### config.mk
export PLATFORM = sky130hd
export DESIGN_NAME = mem_1r1w_top
export DESIGN_NICKNAME = d
export VERILOG_FILES = /design/src/hdl/mem_cfg_pkg.sv /design/src/hdl/mem_types_pkg.sv /design/src/hdl/bank_if.sv /design/src/hdl/mem_1r1w_top.sv /design/src/hdl/remap_table.sv /design/src/hdl/rw_conflict_ctrl.sv /design/src/hdl/sp_bank.sv
export SDC_FILE = /design/constraint.sdc
export NUM_CORES = 2
export LEC_CHECK = 0
export ABC_AREA = 1
export BUFFER_PORTS_ARGS = -buffer_cell sky130_fd_sc_hd__buf_4
export CAP_MARGIN = 20
export CELL_PAD_IN_SITES_DETAIL_PLACEMENT = 0
export CELL_PAD_IN_SITES_GLOBAL_PLACEMENT = 1
export CORE_MARGIN = 3
export CORE_UTILIZATION = 55
export DETAILED_ROUTE_END_ITERATION = 10
export GPL_ROUTABILITY_DRIVEN = 0
export PLACE_DENSITY_LB_ADDON = 0.1
export SYNTH_ARGS = -nofsm -noshare
export SYNTH_HDL_FRONTEND = slang
export SYNTH_HIERARCHICAL = 1
export SYNTH_SLANG_ARGS = --single-unit
### constraint.sdc
create_clock -name clk -period 9.7 [get_ports clk]
set_input_delay 1.94 -clock clk [delete_from_list [all_inputs] [get_ports clk]]
set_output_delay 1.94 -clock clk [all_outputs]
set_load 0.1 [all_outputs]
### src/hdl/mem_cfg_pkg.sv
// Memory geometry package
// Shared sizes for the remapped 1R1W memory: word width, address split,
// and the number of virtual and physical banks

package mem_cfg_pkg;

  // Data word
  localparam int data_width = 32;

  // Logical address, split as {row, vbank}
  localparam int addr_bits  = 6;
  localparam int num_rows   = 16;
  localparam int row_bits   = 4;
  localparam int num_vbanks = 4;
  localparam int vbank_bits = 2;

  // Physical banks, one spare per row
  localparam int num_pbanks = 5;
  localparam int pbank_bits = 3;

  // rd_padr carries {physical bank, row}
  localparam int padr_bits  = pbank_bits + row_bits;

endpackage

### src/hdl/mem_types_pkg.sv
// Type package for the remapped 1R1W memory
// State of the remap table and the operation driven onto a bank

package mem_types_pkg;

  // Table init sweep, then normal operation
  typedef enum logic {
    tbl_init,
    tbl_run
  } table_state_e;

  // Per-cycle operation on one single-port bank
  typedef enum logic [1:0] {
    bank_idle,
    bank_read,
    bank_write
  } bank_op_e;

endpackage

### src/hdl/bank_if.sv
// Bank interface
// Connects the conflict controller to one single-port physical bank.
// The controller issues op, row address and write data; the bank returns
// read data one cycle after a read op

interface bank_if;

  mem_types_pkg::bank_op_e              op;
  logic [mem_cfg_pkg::row_bits-1:0]     addr;
  logic [mem_cfg_pkg::data_width-1:0]   din;
  logic [mem_cfg_pkg::data_width-1:0]   dout;

  modport ctrl (
    output op,
    output addr,
    output din,
    input  dout
  );

  modport bank (
    input  op,
    input  addr,
    input  din,
    output dout
  );

endinterface

### src/hdl/mem_1r1w_top.sv
// Remapped 1R1W memory, top level
// 64 words of 32 bits held in five single-port banks. A remap table
// and a conflict controller let one read and one write run each cycle

module mem_1r1w_top (
  input  logic                                clk,
  input  logic                                reset,
  output logic                                ready,
  input  logic                                write,
  input  logic [mem_cfg_pkg::addr_bits-1:0]   wr_adr,
  input  logic [mem_cfg_pkg::data_width-1:0]  din,
  input  logic                                read,
  input  logic [mem_cfg_pkg::addr_bits-1:0]   rd_adr,
  output logic                                rd_vld,
  output logic [mem_cfg_pkg::data_width-1:0]  rd_dout,
  output logic [mem_cfg_pkg::padr_bits-1:0]   rd_padr
);

  logic [mem_cfg_pkg::row_bits-1:0]    rd_row;
  logic [mem_cfg_pkg::row_bits-1:0]    wr_row;
  logic [mem_cfg_pkg::vbank_bits-1:0]  rd_vbank;
  logic [mem_cfg_pkg::vbank_bits-1:0]  wr_vbank;
  logic [mem_cfg_pkg::pbank_bits-1:0]  rd_pbank;
  logic [mem_cfg_pkg::pbank_bits-1:0]  wr_pbank;
  logic [mem_cfg_pkg::pbank_bits-1:0]  free_pbank;
  logic                                relocate;

  bank_if banks [mem_cfg_pkg::num_pbanks] ();

  remap_table u_table (
    .clk        (clk),
    .reset      (reset),
    .ready      (ready),
    .rd_row     (rd_row),
    .wr_row     (wr_row),
    .rd_vbank   (rd_vbank),
    .wr_vbank   (wr_vbank),
    .rd_pbank   (rd_pbank),
    .wr_pbank   (wr_pbank),
    .free_pbank (free_pbank),
    .relocate   (relocate)
  );

  rw_conflict_ctrl u_ctrl (
    .clk        (clk),
    .reset      (reset),
    .ready      (ready),
    .write      (write),
    .read       (read),
    .wr_adr     (wr_adr),
    .rd_adr     (rd_adr),
    .din        (din),
    .rd_vld     (rd_vld),
    .rd_dout    (rd_dout),
    .rd_padr    (rd_padr),
    .rd_row     (rd_row),
    .wr_row     (wr_row),
    .rd_vbank   (rd_vbank),
    .wr_vbank   (wr_vbank),
    .rd_pbank   (rd_pbank),
    .wr_pbank   (wr_pbank),
    .free_pbank (free_pbank),
    .relocate   (relocate),
    .banks      (banks)
  );

  for (genvar b = 0; b < mem_cfg_pkg::num_pbanks; b++) begin : g_bank
    sp_bank u_bank (
      .clk  (clk),
      .port (banks[b])
    );
  end

endmodule

### src/hdl/remap_table.sv
// Bank remap table
// Qualifies the external reset, sweeps all rows to the identity map on
// reset, then maps {row, vbank} to a physical bank for the read and the
// write. Each row also tracks its free physical bank. On a relocated
// write the write's entry and the free bank swap places

module remap_table (
  input  logic                                clk,
  input  logic                                reset,
  output logic                                ready,
  input  logic [mem_cfg_pkg::row_bits-1:0]    rd_row,
  input  logic [mem_cfg_pkg::row_bits-1:0]    wr_row,
  input  logic [mem_cfg_pkg::vbank_bits-1:0]  rd_vbank,
  input  logic [mem_cfg_pkg::vbank_bits-1:0]  wr_vbank,
  output logic [mem_cfg_pkg::pbank_bits-1:0]  rd_pbank,
  output logic [mem_cfg_pkg::pbank_bits-1:0]  wr_pbank,
  output logic [mem_cfg_pkg::pbank_bits-1:0]  free_pbank,
  input  logic                                relocate
);

  logic                                reset_d1;
  logic                                rst_int;
  mem_types_pkg::table_state_e         state;
  logic [mem_cfg_pkg::row_bits-1:0]    init_row;

  // Per-row map of virtual to physical bank, plus the spare bank
  logic [mem_cfg_pkg::pbank_bits-1:0]  map_q  [mem_cfg_pkg::num_rows][mem_cfg_pkg::num_vbanks];
  logic [mem_cfg_pkg::pbank_bits-1:0]  free_q [mem_cfg_pkg::num_rows];

  // Reset must be seen on two consecutive edges
  always_ff @(posedge clk) begin
    reset_d1 <= reset;
    rst_int  <= reset_d1 && reset;
  end

  always_ff @(posedge clk) begin
    if (rst_int) begin
      state    <= mem_types_pkg::tbl_init;
      init_row <= '0;
    end else if (state == mem_types_pkg::tbl_init) begin
      init_row <= init_row + 1'b1;
      if (init_row == mem_cfg_pkg::row_bits'(mem_cfg_pkg::num_rows - 1)) begin
        state <= mem_types_pkg::tbl_run;
      end
    end
  end

  assign ready = (state == mem_types_pkg::tbl_run);

  // Map storage, one row per cycle during the sweep
  always_ff @(posedge clk) begin
    if (state == mem_types_pkg::tbl_init) begin
      for (int v = 0; v < mem_cfg_pkg::num_vbanks; v++) begin
        map_q[init_row][v] <= mem_cfg_pkg::pbank_bits'(v);
      end
      free_q[init_row] <= mem_cfg_pkg::pbank_bits'(mem_cfg_pkg::num_pbanks - 1);
    end else if (relocate) begin
      // Write moved to the spare, its old bank becomes the spare
      map_q[wr_row][wr_vbank] <= free_q[wr_row];
      free_q[wr_row]          <= map_q[wr_row][wr_vbank];
    end
  end

  // Lookups without a clock
  assign rd_pbank   = map_q[rd_row][rd_vbank];
  assign wr_pbank   = map_q[wr_row][wr_vbank];
  assign free_pbank = free_q[wr_row];

endmodule

### src/hdl/rw_conflict_ctrl.sv
// Read/write conflict controller
// Splits both addresses into row and virtual bank, takes the physical
// banks from the remap table and drives the five banks. A write that
// hits the same physical bank as the read goes to the row's free bank.
// Read data returns one cycle later with its physical address

module rw_conflict_ctrl (
  input  logic                                clk,
  input  logic                                reset,
  input  logic                                ready,
  input  logic                                write,
  input  logic                                read,
  input  logic [mem_cfg_pkg::addr_bits-1:0]   wr_adr,
  input  logic [mem_cfg_pkg::addr_bits-1:0]   rd_adr,
  input  logic [mem_cfg_pkg::data_width-1:0]  din,
  output logic                                rd_vld,
  output logic [mem_cfg_pkg::data_width-1:0]  rd_dout,
  output logic [mem_cfg_pkg::padr_bits-1:0]   rd_padr,
  output logic [mem_cfg_pkg::row_bits-1:0]    rd_row,
  output logic [mem_cfg_pkg::row_bits-1:0]    wr_row,
  output logic [mem_cfg_pkg::vbank_bits-1:0]  rd_vbank,
  output logic [mem_cfg_pkg::vbank_bits-1:0]  wr_vbank,
  input  logic [mem_cfg_pkg::pbank_bits-1:0]  rd_pbank,
  input  logic [mem_cfg_pkg::pbank_bits-1:0]  wr_pbank,
  input  logic [mem_cfg_pkg::pbank_bits-1:0]  free_pbank,
  output logic                                relocate,
  bank_if.ctrl                                banks [mem_cfg_pkg::num_pbanks]
);

  logic                                rd_acc;
  logic                                wr_acc;
  logic [mem_cfg_pkg::pbank_bits-1:0]  wr_target;
  logic [mem_cfg_pkg::pbank_bits-1:0]  rd_pbank_q;
  logic [mem_cfg_pkg::row_bits-1:0]    rd_row_q;
  logic [mem_cfg_pkg::data_width-1:0]  bank_dout [mem_cfg_pkg::num_pbanks];

  // Upper bits select the row, lower bits the virtual bank
  assign rd_row   = rd_adr[mem_cfg_pkg::addr_bits-1:mem_cfg_pkg::vbank_bits];
  assign rd_vbank = rd_adr[mem_cfg_pkg::vbank_bits-1:0];
  assign wr_row   = wr_adr[mem_cfg_pkg::addr_bits-1:mem_cfg_pkg::vbank_bits];
  assign wr_vbank = wr_adr[mem_cfg_pkg::vbank_bits-1:0];

  // Commands count only once the table is up
  assign rd_acc = read && ready;
  assign wr_acc = write && ready;

  assign relocate  = rd_acc && wr_acc && (rd_pbank == wr_pbank);
  assign wr_target = relocate ? free_pbank : wr_pbank;

  // The free bank never equals a mapped bank, so read and write
  // never land on one bank in the same cycle
  for (genvar b = 0; b < mem_cfg_pkg::num_pbanks; b++) begin : g_bank
    always_comb begin
      banks[b].op   = mem_types_pkg::bank_idle;
      banks[b].addr = '0;
      banks[b].din  = din;
      if (rd_acc && (rd_pbank == mem_cfg_pkg::pbank_bits'(b))) begin
        banks[b].op   = mem_types_pkg::bank_read;
        banks[b].addr = rd_row;
      end else if (wr_acc && (wr_target == mem_cfg_pkg::pbank_bits'(b))) begin
        banks[b].op   = mem_types_pkg::bank_write;
        banks[b].addr = wr_row;
      end
    end

    assign bank_dout[b] = banks[b].dout;
  end

  always_ff @(posedge clk) begin
    if (reset) begin
      rd_vld <= 1'b0;
    end else begin
      rd_vld <= rd_acc;
    end
  end

  // Remember where the read went, for the return mux and rd_padr
  always_ff @(posedge clk) begin
    if (rd_acc) begin
      rd_pbank_q <= rd_pbank;
      rd_row_q   <= rd_row;
    end
  end

  assign rd_dout = bank_dout[rd_pbank_q];
  assign rd_padr = {rd_pbank_q, rd_row_q};

endmodule

### src/hdl/sp_bank.sv
// Single-port physical bank
// 16 rows of one data word each. One operation per cycle: a write
// stores the word at the edge, a read presents the word on dout
// after the next edge

module sp_bank (
  input logic clk,
  bank_if.bank port
);

  logic [mem_cfg_pkg::data_width-1:0] mem [mem_cfg_pkg::num_rows];

  always_ff @(posedge clk) begin
    if (port.op == mem_types_pkg::bank_write) begin
      mem[port.addr] <= port.din;
    end
  end

  // Registered read, dout holds until the next read
  always_ff @(posedge clk) begin
    if (port.op == mem_types_pkg::bank_read) begin
      port.dout <= mem[port.addr];
    end
  end

endmodule

==> impl_metrics.csv <==
group,metric,value,unit
floorplanning,die_y,490,microns
floorplanning,rows,177,
clock_tree,cts_tree,"yes",
final_layout,areaGrowthSynthToFinish,9.32,%
min_path,hold_class,"flip-flop to flip-flop",
synth,ys_ff_latch,2975,
sta,fin_crit,7.56,ns
synth,netlist.area_leader.share,69.1,%
floorplanning,initial_core_util,55.4,%
run_status,status,"finished clean",
synth,syn_nets,12700,
synth,ys_types,37,
synth,synth_common_cells,"7486 x nand2_1, 2967 x edfxtp_1, 539 x inv_1",
final_layout,layout.cells.non_filler,15900,
worst_setup_path,cp_top_family,"simple AND/OR/NAND/NOR gates",
worst_setup_path,crit_buf_inv,6,
run,cap_violations,0,
floorplanning,io_pins,89,
detailed_routing,route.detailed.vias_per_inst,5.44,
detailed_routing,drt-total-wl,361000,microns
worst_setup_path,path_class,"primary input to flip-flop",
final_layout,layout-drive-gt1-share,6.76,%
synth,ys_seq_area_share,69.2,%
power,p_sw,5.84,mW
grt,overflow,0,
detailed_routing,drt-pass1-iter-count,6,
clock_tree,cts.clk_slew.worst_paths,0.06,ns
grt,grt_antenna_before_repair,18,
sta,fin_crit_sh,77.9,%
clock_tree,htreeDepth,5,
worst_setup_path,critPathArrivalTime,8.09,ns
detailed_routing,wl_per_cell,22.7,microns
sta,setup_viol,0,
clock_tree,cts_resized,0,
grt,grt_pass1_vias,80700,
synth,synth_area_leader_cell,"edfxtp_1",
clock_tree,cts_sinks,2975,
synth,syn-cell-area,129000,sq um
sta,max_freq,0.132,GHz
place,placedCellCount,15300,
power,power.density,192,nW/um^2
worst_setup_path,path_max_fanout,130,
clock_tree,numCtsBuffers,322,
floorplanning,core_area,233000,sq um
detailed_routing,dr.first_iter.drc_count,9695,
clock_tree,postCtsHoldBufs,0,
worst_setup_path,crit_top_cell,"nand2_1",
synth,syn-instance-count,12700,
floorplanning,die_area,240000,sq um
grt,grt_pass1_wl,531000,microns
power,p_sw_share,21.6,%
sta,hold_viol,0,
sta,rsz0062_at_grt,"false",
detailed_routing,drc,0,
synth,synthArstFlopShare,0,%
worst_setup_path,startpoint_type,"primary input",
power,power.leakage,57.8,nW
sta,slew_violations,0,
synth,synth_edf_count,2967,
place,port_buffers,88,
detailed_routing,detail-route-antenna-nets,0,
power,p_comb_share,4.3,%
detailed_routing,vias,86400,
synth,synth.yosys.warnings,6,
clock_tree,clock_latency,0.94,ns
worst_setup_path,required,10.23,ns
clock_tree,clockRootBuffer,"clkbuf_16",
power,max-vdd-ir-drop,193,uV
power,clkPwrFrac,42.7,%
synth,avgSynthCellArea,10.2,sq um
worst_setup_path,crit_path_top_delay_cell,"nor2_4",
synth,synthFlopType,"edfxtp_1",
floorplanning,fp.dieW,490,microns
sta,tightest_slew,1.21,ns
grt,grt_use_total,29.5,%
clock_tree,cts_setup_buffers,0,
power,p_int,21.2,mW
worst_setup_path,endpoint_kind,"flip-flop",
final_layout,nFillCells,19300,
place,hpwl,209000,microns
sta,fin_skew,0.0503,ns
worst_setup_path,critical-path-max-stage-delay,0.95,ns
synth,synth_area_leaders,"edfxtp_1 69%, nand2_1 22%, inv_1 1.6%",
clock_tree,clockBufferDepth,4,
grt,grt_max_degree,166,
sta,relSlewSlack,19.2,%
synth,synth.most_common_cell,"nand2_1",
sta,setup_tns,0,ns
final_layout,fin_nets,12600,
power,seq_power_share,53.1,%
-- final cells by class --
| class | count | area (sq um) | area share [%] |
|---|---|---|---|
| multi-input cells | 8377 | 33200 | 23.5 |
| well taps | 3132 | 3920 | 2.78 |
| flip-flops and latches | 2975 | 89300 | 63.3 |
| inverters | 553 | 2130 | 1.51 |
| repair buffers | 294 | 2790 | 1.98 |
| diodes | 10 | 25.0 | 0.0177 |
| clock buffers | 403 | 8530 | 6.05 |
| clock inverters | 144 | 1180 | 0.839 |
-- cell usage in the layout (no fill, tap or decap), drive strengths merged --
cell         n
o21ai      144
clkinv     109
bufinv      19
edfxtp    2967
and3         1
diode       10
nand3b       1
nor3         4
clkinvlp    12
a21oi       71
nor2       278
ha           1
o22ai        4
nand3      352
dfxtp        8
inv        557
nand4        1
a211oi       1
and2         3
clkbuf     404
nor3b        1
o221ai       5
a31oi        3
o211ai       9
buf        293
nand2     7498
-- per-layer routing --
layer  GRT usage (%)  part of all wire, %
met3            4.65                  8.7
met4            10.4                  3.7
met2            45.5                   46
met1            42.9                   42
met5               0               0.0078
-- sequential cells by signal, summed over array words and instances (netlist names) --
signal and count:
u_table/reset_d1 1, u_table/map_q 192, u_ctrl/rd_pbank_q 3, u_table/init_row 4
u_ctrl/rd_row_q 4, u_table/free_q 48, g_bank.u_bank/port.dout 160, u_ctrl/rd_vld 1
u_table/rst_int 1, u_table/ready 1, g_bank.u_bank/mem 2560
-- final timing paths --
kind | start | endpoint | slack, ns | depth (start not counted)
max | wr_adr[2] | g_bank[4].u_bank/mem[2][18] | 2.14 | 26
min | u_table/reset_d1 | u_table/rst_int | 0.42 | 2
max reg2reg | u_table/map_q[15][9] | g_bank[4].u_bank/mem[2][18] | 4.14 | 23
min reg2reg | u_table/reset_d1 | u_table/rst_int | 0.42 | 2
-- power groups by stage --
stage | clock network (mW) | registers, mW | logic (mW)
after CTS | 11.7 | 14.3 | 1.14
after global routing | 12.2 | 14.3 | 1.24
after floorplan | 0 | 14.6 | 0.711
after global placement | 0 | 14.6 | 1.11
final | 11.5 | 14.3 | 1.15
after detailed placement | 0 | 14.6 | 1.13
-- worst reg2reg max path: cells and delay by family, from the launching register on --
family	cells	cell delay (ns)
AND/OR/NAND/NOR	19	3.61
buffers and inverters	4	1.11
flip-flops	1	0.40
-- kinds of logic after synthesis --
family                     share of synthesized area [%]
and+or+nand+nor                                     24.2
DFF                                                 69.2
buffers and inverters                               5.66
AOI/OAI and AO/OA                                  0.969
adders and majority gates                        0.00970
-- metrics by stage --
stage	utilization [%]	total power [mW]	cell area, sq um	hold slack [ns]	setup slack (ns)
after floorplan	-	15.3	129000	0.390	3.29
after global placement	56.0	15.7	131000	0.396	1.39
after detailed placement	56.2	15.7	131000	0.408	1.26
after CTS	60.3	27.2	141000	0.423	2.26
after global routing	60.5	27.8	141000	0.441	1.83
final	60.5	27.0	141000	0.423	2.14
(Power assumes the default switching activity.)
